<file path="src/hw/adc_pkg.sv">
// multi-slope adc controller shared definitions
// spi frame, run-up config, result layout and the register map
package adc_pkg;

  // one completed spi frame, address byte first
  typedef struct packed {
    logic [7:0]  addr;
    logic [23:0] data;
  } spi_frame_t;

  // run-up settings driven from the register bank
  typedef struct packed {
    logic        enable;
    logic [15:0] phase_len;
    logic [23:0] phase_count;
  } adc_cfg_t;

  // one finished conversion
  typedef struct packed {
    logic [23:0] count_up;
    logic [23:0] count_down;
    logic [23:0] count_rundown;
  } adc_result_t;

  ////////////////////
  // register map, addr bit 7 set means read only
  localparam logic [7:0] REG_LED         = 8'd7;
  localparam logic [7:0] REG_CTRL        = 8'd8;
  localparam logic [7:0] REG_UP          = 8'd9;
  localparam logic [7:0] REG_DOWN        = 8'd10;
  localparam logic [7:0] REG_RUNDOWN     = 8'd11;
  localparam logic [7:0] REG_PHASE_LEN   = 8'd12;
  localparam logic [7:0] REG_PHASE_COUNT = 8'd13;
  localparam logic [7:0] REG_STATUS      = 8'd14;
  localparam logic [7:0] REG_SOFT_RESET  = 8'd15;

  ////////////////////
  // reset and soft reset values
  localparam logic [2:0]  LED_DEFAULT     = 3'd5;
  localparam logic [15:0] DEF_PHASE_LEN   = 16'd16;
  localparam logic [23:0] DEF_PHASE_COUNT = 24'd10;

endpackage

</file>
<file path="src/hw/spi_slave.sv">
`timescale 1ns/1ps
// spi slave, 32-bit frames msb first, pins sampled in the clk domain
module spi_slave (
  input  logic                clk,
  input  logic                reset,
  input  logic                sclk,
  input  logic                cs_n,
  input  logic                mosi,
  output logic                miso,
  output logic [7:0]          rd_addr,
  output logic                rd_req,
  input  logic [23:0]         rd_data,
  output adc_pkg::spi_frame_t frame,
  output logic                frame_valid
);

  // two sync flops, third flop is history for edge detect
  logic [2:0]  sclk_s;
  logic [2:0]  cs_s;
  logic [1:0]  mosi_s;
  logic        sclk_rise;
  logic        sclk_fall;
  logic        cs_active;
  logic        frame_end;
  logic [31:0] shift_in;
  logic [23:0] shift_out;
  logic [5:0]  bit_cnt;
  logic        rd_load;

  always_ff @(posedge clk)
  begin
    if (reset)
    begin
      sclk_s <= '0;
      cs_s   <= '1;
    end
    else
    begin
      sclk_s <= {sclk_s[1:0], sclk};
      cs_s   <= {cs_s[1:0], cs_n};
    end
  end

  // mosi gets the same latency as sclk
  always_ff @(posedge clk)
    mosi_s <= {mosi_s[0], mosi};

  assign sclk_rise = sclk_s[1] & ~sclk_s[2];
  assign sclk_fall = ~sclk_s[1] & sclk_s[2];
  assign cs_active = ~cs_s[1];
  // cs rise after exactly 32 bits
  assign frame_end = ~cs_active & ~cs_s[2] & (bit_cnt == 6'd32);

  ////////////////////
  // bit counter, read request, miso shifter
  always_ff @(posedge clk)
  begin
    if (reset)
    begin
      bit_cnt     <= '0;
      shift_out   <= '0;
      miso        <= 1'b0;
      rd_req      <= 1'b0;
      rd_load     <= 1'b0;
      frame_valid <= 1'b0;
    end
    else
    begin
      rd_req      <= 1'b0;
      rd_load     <= rd_req;
      frame_valid <= frame_end;
      if (!cs_active)
      begin
        // cs high at any level drops the frame
        bit_cnt   <= '0;
        shift_out <= '0;
        miso      <= 1'b0;
      end
      else
      begin
        if (sclk_rise)
        begin
          // saturate at 33 so overlong frames are never reported
          if (bit_cnt <= 6'd32)
            bit_cnt <= bit_cnt + 6'd1;
          // address byte is complete on the 8th rise
          if (bit_cnt == 6'd7)
            rd_req <= 1'b1;
        end
        // reg bank answers one cycle after rd_req
        if (rd_load)
          shift_out <= rd_data;
        else if (sclk_fall)
        begin
          miso      <= shift_out[23];
          shift_out <= {shift_out[22:0], 1'b0};
        end
      end
    end
  end

  // payload path
  always_ff @(posedge clk)
  begin
    if (cs_active && sclk_rise)
      shift_in <= {shift_in[30:0], mosi_s[1]};
    if (cs_active && sclk_rise && bit_cnt == 6'd7)
      rd_addr <= {shift_in[6:0], mosi_s[1]};
    if (frame_end)
      frame <= shift_in;
  end

endmodule

</file>
<file path="src/hw/reg_bank.sv">
`timescale 1ns/1ps
// register bank behind the spi port
// led and run-up config registers, result and status reads, fifo pop
module reg_bank #(
  parameter int LEVEL_W = 3
) (
  input  logic                 clk,
  input  logic                 reset,
  input  adc_pkg::spi_frame_t  frame,
  input  logic                 frame_valid,
  input  logic [7:0]           rd_addr,
  input  logic                 rd_req,
  output logic [23:0]          rd_data,
  output adc_pkg::adc_cfg_t    cfg,
  output logic [2:0]           led,
  input  adc_pkg::adc_result_t head,
  input  logic [LEVEL_W-1:0]   level,
  output logic                 pop
);

  localparam adc_pkg::adc_cfg_t CFG_RESET = '{
    enable:      1'b0,
    phase_len:   adc_pkg::DEF_PHASE_LEN,
    phase_count: adc_pkg::DEF_PHASE_COUNT
  };

  logic       wr_en;
  logic       fifo_has_data;
  logic [7:0] rd_sel;
  logic [7:0] pop_sel;

  // bit 7 set keeps the transfer from writing
  assign wr_en         = frame_valid & ~frame.addr[7];
  assign fifo_has_data = (level != '0);
  // reads ignore the read-only bit
  assign rd_sel        = {1'b0, rd_addr[6:0]};
  assign pop_sel       = {1'b0, frame.addr[6:0]};

  // any rundown access pops, read-only or not, but never an empty fifo
  assign pop = frame_valid && (pop_sel == adc_pkg::REG_RUNDOWN) && fifo_has_data;

  ////////////////////
  // writes
  always_ff @(posedge clk)
  begin
    if (reset)
    begin
      led <= adc_pkg::LED_DEFAULT;
      cfg <= CFG_RESET;
    end
    else if (wr_en)
    begin
      case (frame.addr)
        adc_pkg::REG_LED:         led             <= frame.data[2:0];
        adc_pkg::REG_CTRL:        cfg.enable      <= frame.data[0];
        adc_pkg::REG_PHASE_LEN:   cfg.phase_len   <= frame.data[15:0];
        adc_pkg::REG_PHASE_COUNT: cfg.phase_count <= frame.data;
        adc_pkg::REG_SOFT_RESET:
        begin
          led <= adc_pkg::LED_DEFAULT;
          cfg <= CFG_RESET;
        end
        // result and status registers are not writable
        default: ;
      endcase
    end
  end

  ////////////////////
  // read mux, captured when the address byte arrives
  // result fields read as zero while the fifo is empty
  always_ff @(posedge clk)
  begin
    if (rd_req)
    begin
      case (rd_sel)
        adc_pkg::REG_LED:         rd_data <= {21'd0, led};
        adc_pkg::REG_CTRL:        rd_data <= {23'd0, cfg.enable};
        adc_pkg::REG_UP:          rd_data <= fifo_has_data ? head.count_up : '0;
        adc_pkg::REG_DOWN:        rd_data <= fifo_has_data ? head.count_down : '0;
        adc_pkg::REG_RUNDOWN:     rd_data <= fifo_has_data ? head.count_rundown : '0;
        adc_pkg::REG_PHASE_LEN:   rd_data <= {8'd0, cfg.phase_len};
        adc_pkg::REG_PHASE_COUNT: rd_data <= cfg.phase_count;
        adc_pkg::REG_STATUS:      rd_data <= 24'(level);
        default:                  rd_data <= '0;
      endcase
    end
  end

endmodule

</file>
<file path="src/hw/result_fifo.sv">
`timescale 1ns/1ps
// result fifo with fall-through head
// returns one credit per real pop, interrupt low while not empty
module result_fifo #(
  parameter int FIFO_DEPTH = 4
) (
  input  logic                            clk,
  input  logic                            reset,
  input  logic                            wr,
  input  adc_pkg::adc_result_t            wr_data,
  input  logic                            pop,
  output adc_pkg::adc_result_t            head,
  output logic [$clog2(FIFO_DEPTH+1)-1:0] level,
  output logic                            credit_return,
  output logic                            int_n
);

  localparam int PTR_W = (FIFO_DEPTH > 1) ? $clog2(FIFO_DEPTH) : 1;
  localparam int LVL_W = $clog2(FIFO_DEPTH + 1);

  adc_pkg::adc_result_t mem [FIFO_DEPTH];
  logic [PTR_W-1:0]     wr_ptr;
  logic [PTR_W-1:0]     rd_ptr;
  logic [LVL_W-1:0]     level_next;
  logic                 do_wr;
  logic                 do_pop;

  // wrap at depth, so depth need not be a power of two
  function automatic logic [PTR_W-1:0] ptr_inc(input logic [PTR_W-1:0] p);
    return (p == PTR_W'(FIFO_DEPTH - 1)) ? '0 : p + 1'b1;
  endfunction

  assign do_pop = pop && (level != '0);
  assign do_wr  = wr && (level != LVL_W'(FIFO_DEPTH));
  assign head   = mem[rd_ptr];

  always_comb
  begin
    case ({do_wr, do_pop})
      2'b10:   level_next = level + 1'b1;
      2'b01:   level_next = level - 1'b1;
      default: level_next = level;
    endcase
  end

  always_ff @(posedge clk)
  begin
    if (do_wr)
      mem[wr_ptr] <= wr_data;
  end

  always_ff @(posedge clk)
  begin
    if (reset)
    begin
      wr_ptr        <= '0;
      rd_ptr        <= '0;
      level         <= '0;
      credit_return <= 1'b0;
      int_n         <= 1'b1;
    end
    else
    begin
      if (do_wr)
        wr_ptr <= ptr_inc(wr_ptr);
      if (do_pop)
        rd_ptr <= ptr_inc(rd_ptr);
      level         <= level_next;
      credit_return <= do_pop;
      // follow next level so int_n drops with the write
      int_n         <= (level_next == '0);
    end
  end

endmodule

</file>
<file path="src/hw/integ_sequencer.sv">
`timescale 1ns/1ps
// multi-slope run-up and run-down sequencer
// steers the integrator input mux, counts phases and run-down cycles
module integ_sequencer #(
  parameter int FIFO_DEPTH = 4
) (
  input  logic                 clk,
  input  logic                 reset,
  input  adc_pkg::adc_cfg_t    cfg,
  input  logic                 cmpr_out,
  input  logic                 credit_return,
  output logic [2:0]           mux,
  output adc_pkg::adc_result_t result,
  output logic                 result_valid
);

  localparam int CREDIT_W = $clog2(FIFO_DEPTH + 1);

  // integrator input selects
  localparam logic [2:0] MUX_OFF    = 3'b000;
  localparam logic [2:0] MUX_LO_SEL = 3'b001;
  localparam logic [2:0] MUX_HI_SEL = 3'b010;

  typedef enum logic [1:0] {IDLE, RUNUP, RUNDOWN, DONE} state_t;

  state_t              state;
  logic [2:0]          cmpr_s;
  logic                cmpr;
  logic                cross_up;
  logic                cross_down;
  logic                cross_any;
  logic [15:0]         phase_cyc;
  logic [23:0]         phase_idx;
  logic                phase_end;
  logic                runup_end;
  logic                start;
  logic                consume;
  logic [CREDIT_W-1:0] credits;
  logic [23:0]         count_up;
  logic [23:0]         count_down;
  logic [23:0]         count_rundown;

  ////////////////////
  // comparator sync, bit 2 is history
  always_ff @(posedge clk)
  begin
    if (reset)
      cmpr_s <= '0;
    else
      cmpr_s <= {cmpr_s[1:0], cmpr_out};
  end

  assign cmpr       = cmpr_s[1];
  assign cross_up   = cmpr_s[1] & ~cmpr_s[2];
  assign cross_down = ~cmpr_s[1] & cmpr_s[2];
  // seen 3 cycles after the pin moves
  assign cross_any  = cross_up | cross_down;

  assign phase_end = (phase_cyc == cfg.phase_len - 16'd1);
  assign runup_end = phase_end && (phase_idx == cfg.phase_count - 24'd1);
  // only start while holding a credit
  assign start     = (state == IDLE) && cfg.enable && (credits != '0);
  assign consume   = (state == RUNDOWN) && cross_any;

  ////////////////////
  // credits, one spent per result and one back per fifo pop
  always_ff @(posedge clk)
  begin
    if (reset)
      credits <= CREDIT_W'(FIFO_DEPTH);
    else
    begin
      case ({credit_return, consume})
        2'b10:   credits <= credits + 1'b1;
        2'b01:   credits <= credits - 1'b1;
        default: credits <= credits;
      endcase
    end
  end

  ////////////////////
  // state machine
  always_ff @(posedge clk)
  begin
    if (reset)
    begin
      state        <= IDLE;
      mux          <= MUX_OFF;
      result_valid <= 1'b0;
      phase_cyc    <= '0;
      phase_idx    <= '0;
    end
    else
    begin
      result_valid <= 1'b0;
      case (state)
        IDLE:
        begin
          mux <= MUX_OFF;
          if (start)
          begin
            // first phase always integrates on the lo select
            state     <= RUNUP;
            mux       <= MUX_LO_SEL;
            phase_cyc <= '0;
            phase_idx <= '0;
          end
        end
        RUNUP:
        begin
          if (phase_end)
          begin
            // comparator picks the next slope
            phase_cyc <= '0;
            phase_idx <= phase_idx + 24'd1;
            mux       <= cmpr ? MUX_HI_SEL : MUX_LO_SEL;
            if (runup_end)
              state <= RUNDOWN;
          end
          else
            phase_cyc <= phase_cyc + 16'd1;
        end
        RUNDOWN:
        begin
          // last run-up slope holds until the crossing
          if (cross_any)
          begin
            mux          <= MUX_OFF;
            result_valid <= 1'b1;
            state        <= DONE;
          end
        end
        DONE:    state <= IDLE;
        default: state <= IDLE;
      endcase
    end
  end

  ////////////////////
  // conversion counters, held through DONE for the fifo write
  always_ff @(posedge clk)
  begin
    if (start)
    begin
      count_up      <= '0;
      count_down    <= '0;
      count_rundown <= '0;
    end
    else if (state == RUNUP && phase_end)
    begin
      if (cmpr)
        count_up <= count_up + 24'd1;
      else
        count_down <= count_down + 24'd1;
    end
    // crossing cycle is counted too
    else if (state == RUNDOWN)
      count_rundown <= count_rundown + 24'd1;
  end

  assign result = '{
    count_up:      count_up,
    count_down:    count_down,
    count_rundown: count_rundown
  };

endmodule

</file>
<file path="src/hw/adc_top.sv">
`timescale 1ns/1ps
// multi-slope adc controller top level
// spi register access, credit-based result fifo, integrator sequencer
module adc_top #(
  parameter int FIFO_DEPTH = 4
) (
  input  logic       clk,
  input  logic       reset,
  input  logic       spi_sclk,
  input  logic       spi_cs_n,
  input  logic       spi_mosi,
  input  logic       cmpr_out,
  output logic       spi_miso,
  output logic       int_n,
  output logic [2:0] led,
  output logic [2:0] mux
);

  // spi to register bank
  adc_pkg::spi_frame_t             frame;
  logic                            frame_valid;
  logic [7:0]                      rd_addr;
  logic                            rd_req;
  logic [23:0]                     rd_data;
  // register bank to sequencer and fifo
  adc_pkg::adc_cfg_t               cfg;
  adc_pkg::adc_result_t            head;
  logic [$clog2(FIFO_DEPTH+1)-1:0] level;
  logic                            pop;
  // sequencer and fifo credit loop
  adc_pkg::adc_result_t            result;
  logic                            result_valid;
  logic                            credit_return;

  spi_slave spi_slave_i (
    .clk         (clk),
    .reset       (reset),
    .sclk        (spi_sclk),
    .cs_n        (spi_cs_n),
    .mosi        (spi_mosi),
    .miso        (spi_miso),
    .rd_addr     (rd_addr),
    .rd_req      (rd_req),
    .rd_data     (rd_data),
    .frame       (frame),
    .frame_valid (frame_valid)
  );

  reg_bank #(
    .LEVEL_W ($clog2(FIFO_DEPTH + 1))
  ) reg_bank_i (
    .clk         (clk),
    .reset       (reset),
    .frame       (frame),
    .frame_valid (frame_valid),
    .rd_addr     (rd_addr),
    .rd_req      (rd_req),
    .rd_data     (rd_data),
    .cfg         (cfg),
    .led         (led),
    .head        (head),
    .level       (level),
    .pop         (pop)
  );

  result_fifo #(
    .FIFO_DEPTH (FIFO_DEPTH)
  ) result_fifo_i (
    .clk           (clk),
    .reset         (reset),
    .wr            (result_valid),
    .wr_data       (result),
    .pop           (pop),
    .head          (head),
    .level         (level),
    .credit_return (credit_return),
    .int_n         (int_n)
  );

  integ_sequencer #(
    .FIFO_DEPTH (FIFO_DEPTH)
  ) integ_sequencer_i (
    .clk           (clk),
    .reset         (reset),
    .cfg           (cfg),
    .cmpr_out      (cmpr_out),
    .credit_return (credit_return),
    .mux           (mux),
    .result        (result),
    .result_valid  (result_valid)
  );

endmodule

</file>
<file path="config.mk">
export PLATFORM = sky130hd
export DESIGN_NAME = adc_top
export DESIGN_NICKNAME = d
export VERILOG_FILES = /design/src/hw/adc_pkg.sv /design/src/hw/spi_slave.sv /design/src/hw/reg_bank.sv /design/src/hw/result_fifo.sv /design/src/hw/integ_sequencer.sv /design/src/hw/adc_top.sv
export SDC_FILE = /design/constraint.sdc
export NUM_CORES = 1
export LEC_CHECK = 0
export BUFFER_PORTS_ARGS = -buffer_cell sky130_fd_sc_hd__clkbuf_2
export CAP_MARGIN = 20
export CORE_UTILIZATION = 55
export DETAILED_ROUTE_END_ITERATION = 8
export PLACE_DENSITY = 0.69
export SYNTH_ARGS = -nofsm -noshare
export SYNTH_HDL_FRONTEND = slang
export SYNTH_SLANG_ARGS = --single-unit
</file>
<file path="constraint.sdc">
create_clock -name clk -period 4.4 [get_ports clk]
set_input_delay 0.22 -clock clk [delete_from_list [all_inputs] [get_ports clk]]
set_output_delay 0.22 -clock clk [all_outputs]
set_load 0.02 [all_outputs]
</file>
==> flow_summary.html <==
<table>
<tr><th>Metric</th><th>Value</th></tr>
<tr><th colspan="2">Routing</th></tr>
<tr><td>Drt pass-1 iters</td><td>8</td></tr>
<tr><td>DRC violations left</td><td>0</td></tr>
<tr><td>Routed wire length</td><td>roughly 56000 um</td></tr>
<tr><td>DRC violation total after the first TritonRoute iteration</td><td>1648</td></tr>
<tr><td>Total number of vias</td><td>16.08k</td></tr>
<tr><td>Mean number of vias per cell</td><td>approximately 6.1</td></tr>
<tr><td>Antenna-violating nets left</td><td>0</td></tr>
<tr><td>Average wire length per cell after detail routing</td><td>approximately 21 um</td></tr>
<tr><th colspan="2">Timing</th></tr>
<tr><td>Total setup violations reported at the end of the flow</td><td>0</td></tr>
<tr><td>Relative max-transition margin</td><td>29.59%</td></tr>
<tr><td>Period Utilization, post-route</td><td>84.98%</td></tr>
<tr><td>Number of max-slew violations in the final report</td><td>0</td></tr>
<tr><td>RSZ-0062 raised after global routing</td><td>no</td></tr>
<tr><td>Final hold violation count</td><td>0</td></tr>
<tr><td>Min setup slack post-route</td><td>0.6610 ns</td></tr>
<tr><td>Worst clock skew on the final layout</td><td>between 0.02 and 0.025 ns</td></tr>
<tr><td>Post-layout min period</td><td>3.739 ns</td></tr>
<tr><td>Final sum of negative setup slack</td><td>0 ns</td></tr>
<tr><td>Measured slew at the worst slew-check pin</td><td>around 1.1 ns</td></tr>
<tr><td>Achievable frequency</td><td>267.4 MHz</td></tr>
<tr><th colspan="2">Setup path</th></tr>
<tr><td>Largest fanout of any net on the critical path</td><td>16</td></tr>
<tr><td>Worst path required time</td><td>4.94 ns</td></tr>
<tr><td>Endpoint arrival time on the critical path</td><td>roughly 4.3 ns</td></tr>
<tr><td>Critical path class</td><td>reg -&gt; reg</td></tr>
<tr><td>Chain of cells forming the critical path</td><td>nor4_2 &gt; and4_1 &gt; xnor2_1 &gt; a211oi_2 &gt; o2111ai_2 &gt; nand3_1 &gt; or3_1 &gt; a31oi_1</td></tr>
<tr><td>Setup crit start kind</td><td>flop</td></tr>
<tr><td>Highest-delay cell along the critical path</td><td>nor4_2</td></tr>
<tr><td>CP peak stage delay</td><td>~0.84 ns</td></tr>
<tr><td>Cell family contributing the most delay on the critical path</td><td>simple AND/OR/NAND/NOR gates</td></tr>
<tr><td>Crit end category</td><td>flop</td></tr>
<tr><td>Number of buffer and inverter instances along the worst setup path</td><td>0</td></tr>
<tr><th colspan="2">Global routing</th></tr>
<tr><td>Antenna violations before repair</td><td>1</td></tr>
<tr><td>Most utilized layer in the global route result</td><td>met2</td></tr>
<tr><td>Number of global-route vias before repair</td><td>15.46k</td></tr>
<tr><td>Met3 layer usage reported by global route</td><td>between 3 and 4%</td></tr>
<tr><td>Gr ovfl total</td><td>0</td></tr>
<tr><td>Grt met2 use</td><td>roughly two fifths</td></tr>
<tr><td>First-pass GRT wire length</td><td>around 88000 um</td></tr>
<tr><td>Global-route usage over all layers</td><td>24.24%</td></tr>
<tr><td>Maximum number of pins on one net before global-route repair</td><td>between 60 and 70</td></tr>
<tr><td>Global Route met1 Usage</td><td>34.86%</td></tr>
<tr><th colspan="2">Clocking</th></tr>
<tr><td>Clk sinks</td><td>603</td></tr>
<tr><td>CTS max path bufs</td><td>3</td></tr>
<tr><td>Clock tree from TritonCTS</td><td>built</td></tr>
<tr><td>Setup Buffers After CTS</td><td>0</td></tr>
<tr><td>Number of buffers created by CTS</td><td>60</td></tr>
<tr><td>Clock input transition at the sequential cells of the worst setup and hold paths</td><td>0.06 ns</td></tr>
<tr><td>Depth of the CTS H-tree</td><td>2</td></tr>
<tr><td>Worst-Skew Late Latency</td><td>0.63 ns</td></tr>
<tr><td>Clock root buffer</td><td>clkbuf_16</td></tr>
<tr><th colspan="2">Synthesis</th></tr>
<tr><td>Synthesized area per cell</td><td>between 10 and 15 um^2</td></tr>
<tr><td>Commonest register cell after synthesis</td><td>edfxtp_1</td></tr>
<tr><td>Ys Warns</td><td>0</td></tr>
<tr><td>Largest cells by area after synthesis</td><td>edfxtp_1 45%, dfxtp_1 17%, mux4_2 6.4%, a21oi_1 2.8%, nor2_1 2.2%</td></tr>
<tr><td>Number of flops mapped to enable cells by yosys</td><td>roughly 380</td></tr>
<tr><td>Cell type contributing the most total cell area after synthesis</td><td>edfxtp_1</td></tr>
<tr><td>Share of Yosys cell area claimed by the top area cell type</td><td>45.26%</td></tr>
<tr><td>Number of storage elements in the synthesis netlist</td><td>603</td></tr>
<tr><td>Mapped cell area</td><td>25410 um^2</td></tr>
<tr><td>Number of standard cells after synthesis</td><td>1996</td></tr>
<tr><td>Library cells used by synthesis</td><td>around 80</td></tr>
<tr><td>Net count of the mapped netlist</td><td>2025</td></tr>
<tr><td>Share of async-settable or async-resettable flops after synthesis</td><td>0%</td></tr>
<tr><td>Sequential fraction of the synthesis area</td><td>62.60%</td></tr>
<tr><th colspan="2">Hold path</th></tr>
<tr><td>Hold/Removal Path Class</td><td>in -&gt; reg</td></tr>
<tr><th colspan="2">Power and ir drop</th></tr>
<tr><td>Switch Pwr</td><td>around 2300 uW</td></tr>
<tr><td>Largest vdd supply drop</td><td>0.0003909 V</td></tr>
<tr><td>Reg power frac</td><td>52.1%</td></tr>
<tr><td>Internal power contribution</td><td>9258 uW</td></tr>
<tr><td>Portion of total power attributed to combinational logic</td><td>between 1.5 and 2%</td></tr>
<tr><td>Leakage power</td><td>0.01001 uW</td></tr>
<tr><td>Total design power</td><td>11550 uW</td></tr>
<tr><td>Power per Cell Area</td><td>approximately 410 nW/um^2</td></tr>
<tr><td>Switching fraction of total power</td><td>slightly below 20%</td></tr>
<tr><td>Clock share of power</td><td>a little under half</td></tr>
<tr><th colspan="2">Final layout</th></tr>
<tr><td>Non-filler cells, final</td><td>~2.6k</td></tr>
<tr><td>Synth-to-Final Area Change</td><td>11.12%</td></tr>
<tr><td>Fraction of layout cells with a size suffix above 1</td><td>13.79%</td></tr>
<tr><td>Nets@finish</td><td>2022</td></tr>
<tr><td>Count of fill cells added during filler insertion</td><td>3444</td></tr>
<tr><td>Antenna diode count</td><td>0</td></tr>
<tr><th colspan="2">Floorplan</th></tr>
<tr><td>Effective utilization at floorplan</td><td>55.87%</td></tr>
<tr><td>Floorplan die height</td><td>216.9 um</td></tr>
<tr><td>Area of the core</td><td>45480 um^2</td></tr>
<tr><td>Core Rows</td><td>78</td></tr>
<tr><td>DIE AREA</td><td>about 47000 um^2</td></tr>
<tr><td># IOs</td><td>14</td></tr>
<tr><td>X dimension of the die</td><td>216.9 um</td></tr>
<tr><th colspan="2">Status</th></tr>
<tr><td>Run status</td><td>finished clean</td></tr>
<tr><th colspan="2">Place</th></tr>
<tr><td>Pre-CTS worst setup slack</td><td>0.7767 ns</td></tr>
<tr><td>Count of input and output buffers</td><td>12</td></tr>
<tr><td>Placed Instances</td><td>2526</td></tr>
<tr><td>HPWL Detailed</td><td>36400 um</td></tr>
<tr><td>Weighted congestion reported at the end of routability-driven placement</td><td>0.8911</td></tr>
<tr><th colspan="2">Flow run</th></tr>
<tr><td>Reported max-cap violation count</td><td>0</td></tr>
</table>
[sequential cells by signal, summed over array words and instances, names as in the netlist, 16 cells and up, named ones only]
register / flops
integ_sequencer_i.count_rundown: 24
integ_sequencer_i.phase_cyc: 16
result_fifo_i.mem: 288
reg_bank_i.cfg: 41
spi_slave_i.shift_in: 32
reg_bank_i.rd_data: 24
integ_sequencer_i.count_down: 24
integ_sequencer_i.phase_idx: 24
integ_sequencer_i.count_up: 24
spi_slave_i.shift_out: 24
spi_slave_i.frame: 32
[cells in the mapped netlist (all sizes together) (6+ instances only)]
cell type  count
edfxtp       383
dfxtp        220
nor2         148
a21oi        140
nand2        133
clkbuf        85
nand3         83
o21ai         80
mux4          72
xnor2         50
or3           48
a22oi         45
xor2          45
nand4         44
inv           39
mux2i         34
nor3          30
buf           29
and3          28
mux2          24
ha            21
nor2b         18
or4           18
nand2b        16
a211oi        14
o31ai         14
and2          13
and4          13
nor4          13
a31oi         12
or2            8
nand4b         6
[layout by cell type, fill, tap and decap left out, types with 13 or more instances in the layout]
| master | count |
|---|---|
| buf_4 | 31 |
| edfxtp_1 | 383 |
| nor2_1 | 147 |
| nand2b_1 | 16 |
| o31ai_1 | 14 |
| xor2_1 | 45 |
| and4_1 | 13 |
| a22oi_1 | 45 |
| and3_1 | 24 |
| clkbuf_16 | 63 |
| mux2i_1 | 34 |
| o21ai_0 | 79 |
| or4_1 | 18 |
| nor2b_1 | 18 |
| nand3_1 | 83 |
| ha_1 | 21 |
| xnor2_1 | 50 |
| mux2_2 | 24 |
| dfxtp_1 | 218 |
| a21oi_1 | 140 |
| mux4_2 | 72 |
| clkbuf_1 | 17 |
| nand2_1 | 133 |
| and2_1 | 13 |
| inv_1 | 39 |
| nor3_1 | 27 |
| nand4_1 | 43 |
| or3_1 | 48 |
[cell type report]
class                           instances  area (um^2)  area share, %
Inverter                               40        150.1         0.5318
Timing Repair Buffer                   49        371.6          1.316
Clock inverter                         23        314.1          1.112
Multi-Input combinational cell       1239         8944          31.68
Sequential cell                       603        15910          56.36
Tap cell                              600        750.7          2.659
Clock buffer                           91         1792          6.346
[final timing paths]
path,endpoint,from,cells past startpoint,slack (ns)
worst max-delay path,integ_sequencer_i.phase_cyc[12]$_SDFFE_PP0P_,reg_bank_i.cfg[27]$_SDFFE_PP0P_,8,0.66
worst min-delay path,integ_sequencer_i.cmpr_s[0]$_SDFF_PP0_,reset,2,0.16
worst max register to register,integ_sequencer_i.phase_cyc[12]$_SDFFE_PP0P_,reg_bank_i.cfg[27]$_SDFFE_PP0P_,8,0.66
worst min register to register,spi_slave_i.mosi_s[1]$_DFF_P_,spi_slave_i.mosi_s[0]$_DFF_P_,0,0.33
[per-layer routing]
layer	vias to the layer above	wire length, um
li1	7536	-
met1	7995	25230
met2	462	26150
met3	87	3349
met4	0	1389
met5	-	0
[cells by family after synthesis]
logic type | count (synthesis) | share of synthesized area (%)
AND/OR/NAND/NOR | 632 | 13.00
flip-flops | 603 | 62.60
AO/OA/AOI/OAI | 358 | 8.740
buffers and inverters | 154 | 2.398
multiplexers | 130 | 8.785
XOR/XNOR | 95 | 3.275
adder cells (fa/ha/maj) | 23 | 1.192
other | 1 | 0.01476
[power by group through the flow]
| stage | Combinational (uW) | Sequential (uW) | Clock [uW] |
|---|---|---|---|
| finish | 182 | 6020 | 5360 |
| global route | 197 | 6020 | 5660 |
| CTS | 179 | 6010 | 5430 |
| detailed placement | 174 | 6140 | 0 |
| global placement | 168 | 6130 | 0 |
| floorplan | 126 | 6130 | 0 |
[repair_timing]
item | CTS | global route
gates resized for setup | 0 | 0
endpoints found under the hold margin | 4 | 0
hold buffers | 4 | 0
[through the flow]
step	hold slack (ns)	instance area (um^2)	util, %
global route	0.1874	28230	62.08
floorplan	0.2477	25410	-
finish	0.1605	28230	62.08
global placement	0.3151	26050	57.28
CTS	0.1231	28210	62.02
detailed placement	0.3179	26060	57.30
Note: power is estimated with default switching activity, not from simulation.
